--- src/rtl/fpu_config.svh ---
// --------------------------------------------------
// Sizing constants for the FP16 coprocessor
// Included by the package, the RTL and the testbench
// --------------------------------------------------
`ifndef FPU_CONFIG_SVH
`define FPU_CONFIG_SVH

// Command FIFO entries, also the host's initial command credits
`define FPU_CMD_DEPTH 4
// Response FIFO entries, also the FSM's initial response credits
`define FPU_RSP_DEPTH 4
// One quotient bit per execute cycle
`define FPU_DIV_CYCLES 12
`define FPU_TAG_W 4

`endif

--- src/rtl/fpu_pkg.sv ---
// --------------------------------------------------
// Shared types for the FP16 coprocessor
// Imported by the RTL modules and the testbench
// --------------------------------------------------
`include "fpu_config.svh"

package fpu_pkg;

    typedef enum logic [1:0] {
        FADD = 2'd0,
        FSUB = 2'd1,
        FMUL = 2'd2,
        FDIV = 2'd3
    } fpu_op_t;

    // Half precision, bias 15
    typedef struct packed {
        logic       sign;
        logic [4:0] exp;
        logic [9:0] frac;
    } fpu_half_t;

    typedef struct packed {
        fpu_op_t                 op;
        fpu_half_t               a;
        fpu_half_t               b;
        logic [`FPU_TAG_W-1:0]   tag;
    } fpu_cmd_t;

    typedef struct packed {
        logic invalid;
        logic div_zero;
        logic overflow;
    } fpu_flags_t;

    typedef struct packed {
        logic [`FPU_TAG_W-1:0]   tag;
        fpu_half_t               result;
        fpu_flags_t              flags;
    } fpu_rsp_t;

    // At most one enable high per cycle
    typedef struct packed {
        logic decode;
        logic unpack;
        logic execute;
        logic normalize;
        logic round;
        logic pack;
    } fpu_stage_en_t;

endpackage

--- src/rtl/fpu_credit_fifo.sv ---
`timescale 1ns/1ps
// --------------------------------------------------
// Circular FIFO with credit flow control on both sides
// Forwards one entry per downstream credit as a pulse
// --------------------------------------------------
module fpu_credit_fifo #(
    parameter type ENTRY_T      = logic [7:0],
    parameter int  DEPTH        = 4,
    parameter int  INIT_CREDITS = 0
) (
    input  logic   clk,
    input  logic   rst_n,
    input  logic   in_valid,
    input  ENTRY_T in_data,
    input  logic   credit_in,
    output logic   out_valid,
    output ENTRY_T out_data,
    output logic   credit_out
);

    localparam int PTR_W = (DEPTH > 1) ? $clog2(DEPTH) : 1;
    localparam int CNT_W = $clog2(DEPTH + 1);

    ENTRY_T           mem [DEPTH];
    logic [PTR_W-1:0] wr_ptr;
    logic [PTR_W-1:0] rd_ptr;
    logic [CNT_W-1:0] count;
    logic [CNT_W-1:0] credits;
    logic             fwd;

    function automatic logic [PTR_W-1:0] next_ptr(input logic [PTR_W-1:0] p);
        if (p == PTR_W'(DEPTH - 1)) begin
            return '0;
        end
        return p + 1'b1;
    endfunction

    // Forward only with data and a downstream credit
    assign fwd = (count != '0) && (credits != '0);

    always_ff @(posedge clk) begin
        if (in_valid) begin
            mem[wr_ptr] <= in_data;
        end
        if (fwd) begin
            out_data <= mem[rd_ptr];
        end
    end

    always_ff @(posedge clk or negedge rst_n) begin
        if (!rst_n) begin
            wr_ptr     <= '0;
            rd_ptr     <= '0;
            count      <= '0;
            credits    <= CNT_W'(INIT_CREDITS);
            out_valid  <= 1'b0;
            credit_out <= 1'b0;
        end else begin
            out_valid  <= fwd;
            credit_out <= fwd;
            if (in_valid) begin
                wr_ptr <= next_ptr(wr_ptr);
            end
            if (fwd) begin
                rd_ptr <= next_ptr(rd_ptr);
            end
            count   <= count + CNT_W'(in_valid) - CNT_W'(fwd);
            credits <= credits + CNT_W'(credit_in) - CNT_W'(fwd);
        end
    end

    // Upstream must respect the credits it was given
    a_no_push_full: assert property (@(posedge clk) disable iff (!rst_n)
        in_valid |-> (count < CNT_W'(DEPTH)));

    a_credit_bound: assert property (@(posedge clk) disable iff (!rst_n)
        credits <= CNT_W'(DEPTH));

endmodule

--- src/rtl/fpu_ctrl_fsm.sv ---
`timescale 1ns/1ps
// --------------------------------------------------
// Sequencing FSM, one command at a time
// Issues stage enables and handles both credit loops
// --------------------------------------------------
`include "fpu_config.svh"

module fpu_ctrl_fsm
    import fpu_pkg::*;
(
    input  logic          clk,
    input  logic          rst_n,
    input  logic          cmd_valid,
    input  fpu_op_t       cmd_op,
    input  logic          rsp_credit,
    input  logic          exc_any,
    output fpu_stage_en_t stage_en,
    output logic          div_step,
    output logic          cmd_credit,
    output logic          rsp_push,
    output logic          busy
);

    localparam int DIV_CNT_W = $clog2(`FPU_DIV_CYCLES);
    localparam int RSP_CNT_W = $clog2(`FPU_RSP_DEPTH + 1);

    typedef enum logic [3:0] {
        S_IDLE,
        S_DECODE,
        S_UNPACK,
        S_EXECUTE,
        S_NORMALIZE,
        S_ROUND,
        S_PACK,
        S_COMPLETE,
        S_EXCEPTION
    } state_t;

    state_t               state;
    state_t               state_nxt;
    fpu_op_t              op_q;
    logic [DIV_CNT_W-1:0] div_cnt;
    logic [RSP_CNT_W-1:0] rsp_cnt;
    logic                 cmd_granted;
    logic                 grant;
    logic                 exec_done;

    assign exec_done = (op_q != FDIV) || (div_cnt == DIV_CNT_W'(`FPU_DIV_CYCLES - 1));

    // Hold back the next command until a response slot is reserved
    assign grant = (state == S_IDLE) && !cmd_granted && !rsp_push && (rsp_cnt != '0);

    always_comb begin
        state_nxt = state;
        case (state)
            S_IDLE:      if (cmd_valid) state_nxt = S_DECODE;
            S_DECODE:    state_nxt = S_UNPACK;
            S_UNPACK:    state_nxt = exc_any ? S_EXCEPTION : S_EXECUTE;
            S_EXECUTE:   if (exec_done) state_nxt = S_NORMALIZE;
            S_NORMALIZE: state_nxt = S_ROUND;
            S_ROUND:     state_nxt = exc_any ? S_EXCEPTION : S_PACK;
            S_PACK:      state_nxt = S_COMPLETE;
            default:     state_nxt = S_IDLE;
        endcase
    end

    always_comb begin
        stage_en           = '0;
        stage_en.decode    = (state == S_DECODE);
        stage_en.unpack    = (state == S_UNPACK);
        stage_en.execute   = (state == S_EXECUTE);
        stage_en.normalize = (state == S_NORMALIZE);
        stage_en.round     = (state == S_ROUND);
        stage_en.pack      = (state == S_PACK);
    end

    assign div_step = (state == S_EXECUTE) && (op_q == FDIV);
    assign busy     = (state != S_IDLE);

    always_ff @(posedge clk or negedge rst_n) begin
        if (!rst_n) begin
            state       <= S_IDLE;
            op_q        <= FADD;
            div_cnt     <= '0;
            rsp_cnt     <= RSP_CNT_W'(`FPU_RSP_DEPTH);
            cmd_granted <= 1'b0;
            cmd_credit  <= 1'b0;
            rsp_push    <= 1'b0;
        end else begin
            state <= state_nxt;
            if ((state == S_IDLE) && cmd_valid) begin
                op_q <= cmd_op;
            end
            if ((state == S_EXECUTE) && !exec_done) begin
                div_cnt <= div_cnt + 1'b1;
            end else begin
                div_cnt <= '0;
            end
            rsp_push   <= (state == S_COMPLETE) || (state == S_EXCEPTION);
            rsp_cnt    <= rsp_cnt + RSP_CNT_W'(rsp_credit) - RSP_CNT_W'(rsp_push);
            cmd_credit <= grant;
            if (grant) begin
                cmd_granted <= 1'b1;
            end else if (cmd_valid) begin
                cmd_granted <= 1'b0;
            end
        end
    end

    // No new command while a stage is active
    a_stage_onehot: assert property (@(posedge clk) disable iff (!rst_n)
        $onehot0({stage_en, cmd_valid}));

    // Credit was checked when the command was admitted
    a_push_credit: assert property (@(posedge clk) disable iff (!rst_n)
        rsp_push |-> (rsp_cnt != '0));

endmodule

--- src/rtl/fpu_datapath.sv ---
`timescale 1ns/1ps
// --------------------------------------------------
// FP16 stage registers and arithmetic, truncating
// Each stage register loads on its FSM enable
// --------------------------------------------------
module fpu_datapath
    import fpu_pkg::*;
(
    input  logic          clk,
    input  logic          rst_n,
    input  fpu_cmd_t      cmd,
    input  fpu_stage_en_t stage_en,
    input  logic          div_step,
    output fpu_flags_t    exc,
    output logic          exc_any,
    output fpu_rsp_t      rsp
);

    fpu_cmd_t          cmd_q;
    logic              sign_a;
    logic              sign_b;
    logic [4:0]        exp_a;
    logic [4:0]        exp_b;
    logic [10:0]       man_a;
    logic [10:0]       man_b;
    logic              res_sign;
    logic signed [7:0] res_exp;
    logic [23:0]       res_man;
    logic [11:0]       div_rem;
    logic [11:0]       div_q;
    logic              n_sign;
    logic signed [7:0] n_exp;
    logic [9:0]        n_frac;
    logic              n_zero;
    fpu_half_t         rnd_q;
    fpu_half_t         result_q;
    fpu_flags_t        flags_q;

    logic              a_big;
    logic [10:0]       big_m;
    logic [10:0]       small_al;
    logic [4:0]        big_e;
    logic              big_s;
    logic [11:0]       sum;
    logic [21:0]       prod;
    logic [11:0]       div_diff;
    logic              div_ge;
    logic [23:0]       pre_man;
    logic [23:0]       norm_man;
    logic [4:0]        lead;

    // Alignment by magnitude, shifted-out bits are dropped
    always_comb begin
        a_big    = {exp_a, man_a} >= {exp_b, man_b};
        big_m    = a_big ? man_a : man_b;
        big_e    = a_big ? exp_a : exp_b;
        big_s    = a_big ? sign_a : sign_b;
        small_al = (a_big ? man_b : man_a) >> (big_e - (a_big ? exp_b : exp_a));
        if (sign_a == sign_b) begin
            sum = {1'b0, big_m} + {1'b0, small_al};
        end else begin
            sum = {1'b0, big_m} - {1'b0, small_al};
        end
    end

    assign prod     = man_a * man_b;
    assign div_diff = div_rem - {1'b0, man_b};
    assign div_ge   = div_rem >= {1'b0, man_b};

    // Unit weight sits at bit 22 for every operation
    assign pre_man = (cmd_q.op == FDIV) ? {1'b0, div_q, 11'd0} : res_man;

    always_comb begin
        lead = 5'd0;
        for (int i = 0; i < 24; i++) begin
            if (pre_man[i]) lead = 5'(i);
        end
        if (lead == 5'd23) begin
            norm_man = pre_man >> 1;
        end else begin
            norm_man = pre_man << (5'd22 - lead);
        end
    end

    always_comb begin
        exc = '0;
        if (stage_en.unpack) begin
            exc.invalid  = (cmd_q.a.exp == 5'h1f) || (cmd_q.b.exp == 5'h1f);
            exc.div_zero = (cmd_q.op == FDIV) && (cmd_q.b.exp == 5'd0);
        end
        if (stage_en.round) begin
            exc.overflow = !n_zero && (n_exp >= 8'sd31);
        end
    end

    assign exc_any = |exc;

    always_ff @(posedge clk) begin
        if (stage_en.decode) begin
            cmd_q <= cmd;
        end
        // Subnormals flush to signed zero
        if (stage_en.unpack) begin
            sign_a  <= cmd_q.a.sign;
            sign_b  <= cmd_q.b.sign ^ (cmd_q.op == FSUB);
            exp_a   <= cmd_q.a.exp;
            exp_b   <= cmd_q.b.exp;
            man_a   <= (cmd_q.a.exp == 5'd0) ? 11'd0 : {1'b1, cmd_q.a.frac};
            man_b   <= (cmd_q.b.exp == 5'd0) ? 11'd0 : {1'b1, cmd_q.b.frac};
            div_rem <= (cmd_q.a.exp == 5'd0) ? 12'd0 : {2'b01, cmd_q.a.frac};
            div_q   <= '0;
        end
        if (stage_en.execute) begin
            case (cmd_q.op)
                FADD, FSUB: begin
                    res_sign <= (sum == 12'd0) ? 1'b0 : big_s;
                    res_exp  <= $signed({3'b000, big_e});
                    res_man  <= {sum, 12'd0};
                end
                FMUL: begin
                    res_sign <= sign_a ^ sign_b;
                    res_exp  <= $signed({3'b000, exp_a}) + $signed({3'b000, exp_b}) - 8'sd15;
                    res_man  <= {prod, 2'b00};
                end
                default: begin
                    res_sign <= sign_a ^ sign_b;
                    res_exp  <= $signed({3'b000, exp_a}) - $signed({3'b000, exp_b}) + 8'sd15;
                    // Restoring step, integer bit first
                    if (div_step) begin
                        div_q   <= {div_q[10:0], div_ge};
                        div_rem <= (div_ge ? div_diff : div_rem) << 1;
                    end
                end
            endcase
        end
        if (stage_en.normalize) begin
            n_sign <= res_sign;
            n_exp  <= res_exp + $signed({3'b000, lead}) - 8'sd22;
            n_frac <= norm_man[21:12];
            n_zero <= (pre_man == 24'd0);
        end
        // Truncation, underflow goes to signed zero
        if (stage_en.round) begin
            rnd_q.sign <= n_sign;
            if (n_zero || (n_exp <= 8'sd0)) begin
                rnd_q.exp  <= 5'd0;
                rnd_q.frac <= 10'd0;
            end else begin
                rnd_q.exp  <= n_exp[4:0];
                rnd_q.frac <= n_frac;
            end
        end
        if (stage_en.pack) begin
            result_q <= rnd_q;
        end
    end

    always_ff @(posedge clk or negedge rst_n) begin
        if (!rst_n) begin
            flags_q <= '0;
        end else if (stage_en.decode) begin
            flags_q <= '0;
        end else begin
            flags_q <= flags_q | exc;
        end
    end

    assign rsp.tag    = cmd_q.tag;
    assign rsp.flags  = flags_q;
    assign rsp.result = (flags_q != '0) ? '0 : result_q;

endmodule

--- src/rtl/fpu_coproc_top.sv ---
`timescale 1ns/1ps
// --------------------------------------------------
// FP16 coprocessor top, credit-based command/response
// --------------------------------------------------
`include "fpu_config.svh"

module fpu_coproc_top
    import fpu_pkg::*;
(
    input  logic     clk,
    input  logic     rst_n,
    input  logic     cmd_valid,
    input  fpu_cmd_t cmd,
    output logic     cmd_credit,
    output logic     rsp_valid,
    output fpu_rsp_t rsp,
    input  logic     rsp_credit,
    output logic     busy
);

    logic          fifo_cmd_valid;
    fpu_cmd_t      fifo_cmd;
    logic          fsm_cmd_credit;
    fpu_stage_en_t stage_en;
    logic          div_step;
    logic          dp_exc_any;
    fpu_rsp_t      dp_rsp;
    logic          rsp_push;
    logic          fsm_rsp_credit;

    // The FSM hands out its single credit itself
    fpu_credit_fifo #(
        .ENTRY_T      (fpu_cmd_t),
        .DEPTH        (`FPU_CMD_DEPTH),
        .INIT_CREDITS (0)
    ) i_cmd_fifo (
        .clk        (clk),
        .rst_n      (rst_n),
        .in_valid   (cmd_valid),
        .in_data    (cmd),
        .credit_in  (fsm_cmd_credit),
        .out_valid  (fifo_cmd_valid),
        .out_data   (fifo_cmd),
        .credit_out (cmd_credit)
    );

    fpu_ctrl_fsm i_ctrl_fsm (
        .clk        (clk),
        .rst_n      (rst_n),
        .cmd_valid  (fifo_cmd_valid),
        .cmd_op     (fifo_cmd.op),
        .rsp_credit (fsm_rsp_credit),
        .exc_any    (dp_exc_any),
        .stage_en   (stage_en),
        .div_step   (div_step),
        .cmd_credit (fsm_cmd_credit),
        .rsp_push   (rsp_push),
        .busy       (busy)
    );

    fpu_datapath i_datapath (
        .clk      (clk),
        .rst_n    (rst_n),
        .cmd      (fifo_cmd),
        .stage_en (stage_en),
        .div_step (div_step),
        .exc      (),
        .exc_any  (dp_exc_any),
        .rsp      (dp_rsp)
    );

    // Host grants response credits one at a time
    fpu_credit_fifo #(
        .ENTRY_T      (fpu_rsp_t),
        .DEPTH        (`FPU_RSP_DEPTH),
        .INIT_CREDITS (0)
    ) i_rsp_fifo (
        .clk        (clk),
        .rst_n      (rst_n),
        .in_valid   (rsp_push),
        .in_data    (dp_rsp),
        .credit_in  (rsp_credit),
        .out_valid  (rsp_valid),
        .out_data   (rsp),
        .credit_out (fsm_rsp_credit)
    );

endmodule

--- config.mk ---
export PLATFORM = sky130hd
export DESIGN_NAME = fpu_coproc_top
export DESIGN_NICKNAME = d
export VERILOG_FILES = /design/src/rtl/fpu_pkg.sv /design/src/rtl/fpu_credit_fifo.sv /design/src/rtl/fpu_ctrl_fsm.sv /design/src/rtl/fpu_datapath.sv /design/src/rtl/fpu_coproc_top.sv
export VERILOG_INCLUDE_DIRS = /design/src /design/src/rtl
export SDC_FILE = /design/constraint.sdc
export NUM_CORES = 1
export LEC_CHECK = 0
export BUFFER_PORTS_ARGS = -buffer_cell sky130_fd_sc_hd__buf_4
export CAP_MARGIN = 40
export CORE_MARGIN = 3
export CORE_UTILIZATION = 30
export CTS_CLUSTER_SIZE = 25
export DETAILED_ROUTE_END_ITERATION = 8
export PLACE_DENSITY_LB_ADDON = 0.12
export REMOVE_ABC_BUFFERS = 1
export SETUP_SLACK_MARGIN = 0.1
export SLEW_MARGIN = 20
export SYNTH_ARGS = -nofsm -noshare
export SYNTH_HDL_FRONTEND = slang
export SYNTH_SLANG_ARGS = --single-unit
--- constraint.sdc ---
create_clock -name clk -period 7.7 [get_ports clk]
set_input_delay 0.385 -clock clk [delete_from_list [all_inputs] [get_ports clk]]
set_output_delay 0.385 -clock clk [all_outputs]
set_load 0.02 [all_outputs]
==> flow_summary.json, run 1 <==
{
  "status": "finished clean",
  "synth_top_area_cell": "edfxtp_1",
  "min_path_type": "primary input to async pin",
  "critPathSlowestCell": "edfxtp_1",
  "worst_pin_slew_ps": 781.9,
  "cts_resized": 0,
  "ys_seq_area_share_pct": 55.08,
  "antenna_found_initial": 0,
  "slew_headroom_pct": 47.68,
  "cp_common_cell": "a21oi_1",
  "finalSetupViolCount": 0,
  "synth_edf_count": 460,
  "setup_tns_ps": 0,
  "post-cts-setup-buffers": 0,
  "finish.instance_area_um2": 32280,
  "synthArstFlopShare_pct": 7.810,
  "syn_inst": 2134,
  "die-area_um2": 96420,
  "maxCapViolCount": 0,
  "crit_arrival_ps": 7290,
  "clock_path_buffers": 3,
  "cts_root_buf": "clkbuf_16",
  "synth_cell_types": 83,
  "grt_max_degree": 47,
  "gpl.final_weighted_congestion": 0.8115,
  "cts_hold_buf": 41,
  "rsz0062_at_grt": "no",
  "powerDensity_nw_per_um2": 195.5,
  "htree_levels": 2,
  "start_util_pct": 30.30,
  "cts_tree": "built",
  "instances_no_fill": 3559,
  "wl_per_cell_um": 18.66,
  "place.port_buffers": 67,
  "final_max_slew_viol_count": 0,
  "cts-buffers-inserted": 59,
  "worst-path-max-fanout": 36,
  "grtUsageTotal_pct": 13.78,
  "vdd_ir_drop_max_v": 0.0001603,
  "die_w_um": 310.5,
  "synth.area.top_cells": "edfxtp_1, ha_1, fa_1",
  "power.leakage_nw": 12.26,
  "clk_latency_ps": 630,
  "layout-drive-gt1-share_pct": 13.95,
  "place_hpwl_um": 48540,
  "cp-end-kind": "register",
  "synth_common_cells": "edfxtp_1, nand2_1, inv_1, ha_1, nor2_1",
  "placed_area_um2": 29930,
  "max_stage_delay_ps": 590,
  "grt_pass1_wl_um": 104500,
  "syn_area_um2": 27820,
  "synth_top_area_share_pct": 49.66,
  "syn_to_final_growth_pct": 16.03,
  "synth.most_common_cell": "edfxtp_1",
  "dp.cells": 3408,
  "synth_flop_cell": "edfxtp_1",
  "via_per_inst": 4.610,
  "clk_pin_slew_ps": 70,
  "grt_overflow": 0,
  "core_um2": 91800,
  "ys.warnings.count": 0,
  "die_h_um": 310.5,
  "start_kind": "register",
  "diodes": 0,
  "ant_nets": 0,
  "firstDrtPassIters": 5,
  "rows": 111,
  "fmax_mhz": 143.6,
  "fin_nets": 2553,
  "finalWirelength_um": 66400,
  "route.detailed.drc": 0,
  "skew_ps": 41.42,
  "post_synth.cell_area_avg_um2": 13.04,
  "io_pins": 68,
  "worstPathRequired_ps": 8030,
  "crit_type": "register to register",
  "hold_viol_final": 0,
  "fin_crit_sh_pct": 90.42,
  "grt_pass1_vias": 17700,
  "min_period_ps": 6962,
  "initialDrtViolationCount": 884,
  "ys_seq_elements": 525,
  "vias": 16410,
  "clkSinkCount": 525
}
## final cells by class
cell class,instances,area (um2)
inverters,196,735.7
clock buffers,78,1558
fillers,8932,59520
clock inverters,30,350.3
multi-input cells,1329,11450
repair buffers,158,1306
well taps,1243,1555
flip-flops and latches,525,15320
## cell usage in the layout (no fill, tap or decap), types with 5 or more instances in the layout
master           n
o221ai_1         5
a211oi_1        15
nor2b_1         24
ha_1           152
clkbuf_16       59
a22oi_1          5
o31ai_1          7
clkbuf_1        18
mux2i_1         52
o211ai_1        13
edfxtp_1       460
nor3_1          31
nand3_1         29
buf_4          113
nand2_1        200
dlygate4sd3_1   41
xor2_1          20
nor2_1         109
and2_1         103
and3_1           8
nand4_1          8
mux2_2          13
xnor2_1         54
dfrtp_1         39
fa_1            90
mux4_2          73
inv_1          194
nor4_1           6
bufinv_16        6
dfxtp_1         24
a31oi_1         17
clkinv_1         9
a21oi_1         74
a21boi_0         5
nand2b_1        20
o21bai_1        10
o21ai_0         86
clkinv_2         8
a21o_1          15
or3_1            6
## worst max-delay path, delay by kind of cell, from the launching register on
kind                       cells  cell delay (ps)
DFF                            1              590
xor gates and xnor gates       1              110
and+or+nand+nor                9             1520
buffers and inverters          2              550
AOI/OAI and AO/OA             12             2230
muxes                          1              380
adders and majority gates      3             1250
## where the power goes
group | total [mW] | internal (mW) | switching (mW)
Combinational | 0.262 | 0.109 | 0.153
Sequential | 3.29 | 3.25 | 0.0399
Clock | 2.76 | 1.63 | 1.13
## routing by layer
layer	share of wire [%]	vias to the layer above	wire, um	global-route usage (%)
li1	-	7929	-	-
met5	0	-	0	0
met4	2.1	0	1383	3.284
met2	50	205	32910	24.11
met1	46	8201	30290	17.99
met3	2.7	73	1821	1.988
## sequential cells by signal, indices dropped and copies added (netlist names), 4 cells and up
signal               cells
i_cmd_fifo.mem         152
i_datapath.man_b        11
i_datapath.n_frac       10
i_cmd_fifo.out_data     38
i_datapath.rnd_q        16
i_ctrl_fsm.div_cnt       4
i_datapath.res_exp       8
i_datapath.div_q        12
i_rsp_fifo.mem          92
i_ctrl_fsm.state         4
i_datapath.res_man      22
i_datapath.div_rem      12
i_datapath.n_exp         8
i_datapath.cmd_q        34
i_datapath.result_q     16
i_datapath.rsp           7
i_datapath.exp_a         5
i_datapath.man_a        11
i_datapath.exp_b         5
i_rsp_fifo.out_data     23
## worst paths after layout
path / from / endpoint / slack (ps) / cells past startpoint
max in group asynchronous: rst_n / i_cmd_fifo.rd_ptr[0] / 6970 / 2
worst min register to register: i_datapath.rnd_q[13] / i_datapath.result_q[13] / 390 / 0
worst max register to register: i_datapath.man_b[5] / i_datapath.res_sign / 740 / 28
min in group clk: i_datapath.rnd_q[13] / i_datapath.result_q[13] / 390 / 0
worst max-delay path: i_datapath.man_b[5] / i_datapath.res_sign / 740 / 28
worst min-delay path: rst_n / i_cmd_fifo.credits[2] / 300 / 2
## metrics by stage
stage          total power [mW]  hold WS (ps)  utilization, %  worst slack (ps)
3_3_place_gp              3.586         403.7           32.57             902.1
4_1_cts                   6.437         291.0           35.13             722.9
3_5_place_dp              3.606         404.5           32.60             771.5
2_1_floorplan             3.486         89.41               -              1018
5_1_grt                   6.586         335.4           35.16             149.4
6_report                  6.310         304.9           35.16             737.8
## logic make-up after synthesis
family          synth area share, %
compound gates                7.057
simple gates                  9.931
fa+ha+maj                     13.31
mux                           8.357
xor+xnor                      2.330
flops                         55.08
buf+inv                       3.936
Power figures use the tool's default switching activity.
==> run 2: changes to the inputs <==
==> constraint.sdc (replaced) <==
create_clock -name clk -period 6.9 [get_ports clk]
set_input_delay 0.345 -clock clk [delete_from_list [all_inputs] [get_ports clk]]
set_output_delay 0.345 -clock clk [all_outputs]
set_load 0.02 [all_outputs]
==> run 2 against run 1 <==
Against the previous run: final area increased by 0.84%; largest cell class unchanged; highest routed layer unchanged; core utilization increased by 0.30 points; critical path type unchanged; routed wire length increased by 0.71%; largest power group unchanged; sequential power increased by 12%; non-clock buffer count increased by 24; worst hold slack got worse by 35 ps; fmax increased by 11%; global-route usage about the same; via count increased by 0.57%.
==> flow_summary.json, run 2 (synthesis results as in run 1) <==
{
  "initialDrtViolationCount": 792,
  "fmax_mhz": 158.8,
  "critPathSlowestCell": "mux2i_1",
  "clk_pin_slew_ps": 60,
  "use_met2_pct": 23.91,
  "min_path_type": "primary input to async pin",
  "via_per_inst": 4.608,
  "cts_tree": "built",
  "wl_per_cell_um": 18.67,
  "hold_viol_final": 0,
  "diodes": 0,
  "firstDrtPassIters": 5,
  "final_cell_mix": "edfxtp_1, nand2_1, inv_1, ha_1, buf_4",
  "final_max_slew_viol_count": 0,
  "worstPathRequired_ps": 7200,
  "final_common_cell": "edfxtp_1",
  "fillers": 8979,
  "grt_pass1_vias": 17600,
  "io_pins": 68,
  "power.leakage_nw": 12.39,
  "min_period_ps": 6298,
  "grt_max_degree": 47,
  "busiest_layer": "met2",
  "largest_reg_flops": 152,
  "rsz0062_at_grt": "no",
  "largestRegisters": "i_cmd_fifo.mem: 152 flops, i_rsp_fifo.mem: 92 flops, i_cmd_fifo.out_data: 38 flops",
  "pwr-share-clk_pct": 44.4,
  "r2r_slack_ps": 600,
  "multi_input_area_um2": 11500,
  "cts_root_buf": "clkbuf_16",
  "place_hpwl_um": 48880,
  "crit_type": "register to register",
  "vias": 16500,
  "ant_nets": 0,
  "finalWirelength_um": 66870,
  "grt_use_met3_pct": 1.788,
  "setup_tns_ps": 0,
  "syn_to_final_growth_pct": 17.01,
  "clock_path_buffers": 3,
  "placed_area_um2": 30110,
  "cts-buffers-inserted": 57,
  "worstRegToRegCells": 28,
  "fin_nets": 2575,
  "internal_power_mw": 5.640,
  "maxCapViolCount": 0,
  "fin_crit_sh_pct": 91.27,
  "vdd_ir_drop_max_v": 0.0001799,
  "core_um2": 91800,
  "slew_headroom_pct": 49.45,
  "cp-end-kind": "register",
  "power_mw": 7.115,
  "die-area_um2": 96420,
  "htree_levels": 2,
  "grt_overflow": 0,
  "status": "finished clean",
  "seq_area_um2": 15320,
  "route.detailed.drc": 0,
  "gpl.final_weighted_congestion": 0.8323,
  "clk_latency_ps": 620,
  "use_met1_pct": 18.30,
  "power_switching_mw": 1.475,
  "die_h_um": 310.5,
  "layout-drive-gt1-share_pct": 15.31,
  "place_ws_ps": 194.9,
  "max_stage_delay_ps": 480,
  "clkSinkCount": 525,
  "finish.instance_area_um2": 32550,
  "rows": 111,
  "final.setup.worst_slack_ps": 602.4,
  "skew_ps": 37.43,
  "worst-path-max-fanout": 23,
  "powerDensity_nw_per_um2": 218.6,
  "place.port_buffers": 67,
  "start_util_pct": 30.30,
  "die_w_um": 310.5,
  "antenna_found_initial": 0,
  "grtUsageTotal_pct": 13.80,
  "switching_share_pct": 20.73,
  "crit_arrival_ps": 6600,
  "top_register": "i_cmd_fifo.mem",
  "finalSetupViolCount": 0,
  "combinationalPowerShare_pct": 4.1,
  "start_kind": "register",
  "pwr-share-seq_pct": 51.5,
  "grt_pass1_wl_um": 104400,
  "worst_pin_slew_ps": 750.3
}
[run 2: cell count changes in the layout (fill, tap and decap cells not counted), moves of 2 or more]
cell	before	now
buf_4	113	136
bufinv_16	6	9
clkbuf_16	59	57
clkbuf_8	1	3
clkinv_1	9	7
ha_1	152	149
ha_2	0	2
inv_1	194	191
inv_2	1	4
[run 2: metrics by stage]
| step | utilization (%) | hold WS (ps) | instances |
|---|---|---|---|
| global route | 35.46 | 281.0 | 3581 |
| CTS | 35.36 | 246.7 | 3576 |
| finish | 35.46 | 270.0 | 3581 |
| detailed placement | 32.80 | 388.5 | 3429 |
| floorplan | - | 49.41 | 2050 |
| global placement | 32.75 | 383.4 | 3426 |
[run 2: layout make-up]
class	count	share of cell area, %
tap	1243	4.778
inverter	196	2.260
multi-input combinational	1329	35.32
sequential	525	47.07
timing repair buffer	182	4.594
clock buffer	77	4.705
clock inverter	29	1.269
[run 2: critical path: cells and delay by family, from the launching register on]
kind / cells / cell delay [ps]
compound gates: 15 / 2940
buf+inv: 2 / 400
simple gates: 6 / 640
fa+ha+maj: 3 / 830
flops: 1 / 440
xor+xnor: 1 / 210
mux: 1 / 480
[run 2: path summary, 6_finish.rpt]
check | start | endpoint
max in group asynchronous | rst_n | i_cmd_fifo.rd_ptr[0]
setup reg to reg | i_datapath.man_a[0] | i_datapath.res_man[23]
min in group clk | i_datapath.rnd_q[8] | i_datapath.result_q[8]
setup / recovery | i_datapath.man_a[0] | i_datapath.res_man[23]
hold / removal | rst_n | i_rsp_fifo.credits[2]
hold reg to reg | i_datapath.rnd_q[8] | i_datapath.result_q[8]
[run 2: timing repair]
action	CTS	global route
endpoints found under the setup margin	0	3
gates resized for setup	0	13
buffers inserted	0	5
endpoints found under the hold margin	196	0
hold buffers	41	0
[run 2: power by group through the flow]
stage	Sequential, mW	Clock (mW)	Combinational, mW
finish	3.67	3.16	0.292
global route	3.68	3.41	0.334
CTS	3.67	3.27	0.309
detailed placement	3.73	0	0.289
global placement	3.72	0	0.279
floorplan	3.72	0	0.167
[run 2: metal layers]
metal	vias to the layer above	part of all wire [%]
met1	8235	46
met3	82	2.7
met2	219	49
met4	0	2.2
li1	7965	-
met5	-	0
==> run 3: changes to the inputs <==
--- a/config.mk
+++ b/config.mk
@@ -8,6 +8,8 @@
 export LEC_CHECK = 0
 export BUFFER_PORTS_ARGS = -buffer_cell sky130_fd_sc_hd__buf_4
 export CAP_MARGIN = 40
+export CELL_PAD_IN_SITES_DETAIL_PLACEMENT = 1
+export CELL_PAD_IN_SITES_GLOBAL_PLACEMENT = 1
 export CORE_MARGIN = 3
 export CORE_UTILIZATION = 30
 export CTS_CLUSTER_SIZE = 25
==> run 3 against run 2 <==
Against the previous run: fmax rose by 0.63%; largest cell class unchanged; routed wire length is 1.6% higher; clock skew rose by 7.7 ps; cell count grew 0.28%; critical path depth grew 3; sequential cell count stayed put; critical endpoint is now i_datapath.res_sign; critical path type unchanged; setup slack improved by 39 ps; highest routed layer unchanged; via count grew 1.4%.
==> flow_summary.json, run 3 (synthesis results as in run 1) <==
{
  "syn_to_final_growth_pct": 17.45,
  "power.leakage_nw": 12.46,
  "cp-end-kind": "register",
  "min_path_type": "primary input to async pin",
  "start_util_pct": 30.30,
  "grt_pass1_vias": 18280,
  "grt_pass1_wl_um": 107300,
  "powerDensity_nw_per_um2": 220.2,
  "clk_pin_slew_ps": 60,
  "fin_nets": 2583,
  "fmax_mhz": 159.8,
  "worst-path-max-fanout": 9,
  "finish.instance_area_um2": 32670,
  "crit_arrival_ps": 6590,
  "largestRegisters": "i_cmd_fifo.mem: 152 flops, i_rsp_fifo.mem: 92 flops, i_cmd_fifo.out_data: 38 flops",
  "cts_tree": "built",
  "vdd_ir_drop_max_v": 0.0002109,
  "crit_family": "compound AO/OA/AOI/OAI gates",
  "final_common_cell": "edfxtp_1",
  "wl_per_cell_um": 18.92,
  "status": "finished clean",
  "dp.cells": 3432,
  "htree_levels": 2,
  "crit_type": "register to register",
  "finalWirelength_um": 67950,
  "instances_no_fill": 3591,
  "clock_path_buffers": 3,
  "clk_latency_ps": 630,
  "skew_ps": 45.16,
  "worst_pin_slew_ps": 767.0,
  "fin_crit_sh_pct": 90.70,
  "fin_util_pct": 35.59,
  "grt_max_degree": 47,
  "layout-drive-gt1-share_pct": 15.67,
  "initialDrtViolationCount": 645,
  "critPathBufInv": 1,
  "grt_overflow": 0,
  "final.setup.worst_slack_ps": 641.7,
  "place_hpwl_um": 50190,
  "cts_root_buf": "clkbuf_16",
  "final_cell_mix": "edfxtp_1, nand2_1, inv_1, ha_1, buf_4",
  "finalSetupViolCount": 0,
  "final_max_slew_viol_count": 0,
  "worstPathRequired_ps": 7230,
  "hold_viol_final": 0,
  "die_h_um": 310.5,
  "ant_nets": 0,
  "grtUsageTotal_pct": 14.12,
  "die_w_um": 310.5,
  "vias": 16720,
  "io_pins": 68,
  "cts-buffers-inserted": 57,
  "place.port_buffers": 67,
  "place_ws_ps": 162.5,
  "critPathSlowestCell": "fa_1",
  "die-area_um2": 96420,
  "max_stage_delay_ps": 490,
  "diodes": 0,
  "slew_headroom_pct": 47.40,
  "antenna_found_initial": 1,
  "r2r_slack_ps": 640,
  "via_per_inst": 4.657,
  "setup_tns_ps": 0,
  "largest_reg_flops": 152,
  "maxCapViolCount": 0,
  "rsz0062_at_grt": "no",
  "top_register": "i_cmd_fifo.mem",
  "min_period_ps": 6258,
  "rows": 111,
  "firstDrtPassIters": 5,
  "route.detailed.drc": 0,
  "start_kind": "register",
  "clkSinkCount": 525,
  "gpl.final_weighted_congestion": 0.7744,
  "placed_area_um2": 30130,
  "core_um2": 91800
}
run 3: changes by cell type in the layout (fill, tap and decap cells not counted), moves of 2 or more:
cell       before  now
buf_4         136  146
clkinv_1        7    4
clkinv_2        8   11
inv_1         191  194
inv_2           4    1
buf_2           2    0
bufinv_16       9   11
run 3: path summary, 6_finish.rpt:
check | from | endpoint | depth (start not counted)
worst max-delay path | i_datapath.man_a[0] | i_datapath.res_sign | 31
worst min-delay path | rst_n | i_cmd_fifo.count[0] | 2
worst max register to register | i_datapath.man_a[0] | i_datapath.res_sign | 31
worst min register to register | i_datapath.rnd_q[0] | i_datapath.result_q[0] | 0
max in group asynchronous | rst_n | i_ctrl_fsm.state[2] | 2
min in group clk | i_datapath.rnd_q[0] | i_datapath.result_q[0] | 0
run 3: area by class of cell:
| type | instances | area (um2) |
|---|---|---|
| Timing Repair Buffer | 190 | 1556 |
| Clock inverter | 31 | 475.5 |
| Clock buffer | 77 | 1541 |
| Sequential cell | 525 | 15320 |
| Multi-Input combinational cell | 1329 | 11490 |
| Inverter | 196 | 735.7 |
| Tap cell | 1243 | 1555 |
| Fill cell | 9658 | 59130 |
run 3: per-stage QoR:
stage | total power, mW | hold WS [ps]
6_report | 7.194 | 270.6
5_1_grt | 7.500 | 280.6
4_1_cts | 7.337 | 245.4
3_5_place_dp | 4.024 | 397.3
3_3_place_gp | 3.998 | 381.8
2_1_floorplan | 3.891 | 49.41
run 3: timing repair:
item,4_1_cts,5_1_grt
buffers inserted,0,9
endpoints found under the setup margin,1,4
hold buffers,41,0
gates cloned,0,0
hold endpoints to repair,196,0
resized for setup,1,9
pin swaps,0,4
run 3: layer usage:
metal	track usage [%]	part of all wire, %	vias to the layer above
li1	-	-	7984
met1	18.64	46	8477
met2	24.60	49	178
met3	1.801	2.8	85
met4	3.510	2.0	0
met5	0	0	-
run 3: where the power goes:
group / leakage (nW) / internal (mW) / switching (mW) / total, mW
clock network: 0.981 / 1.98 / 1.25 / 3.23
registers: 4.86 / 3.62 / 0.0455 / 3.67
logic: 6.63 / 0.121 / 0.171 / 0.292
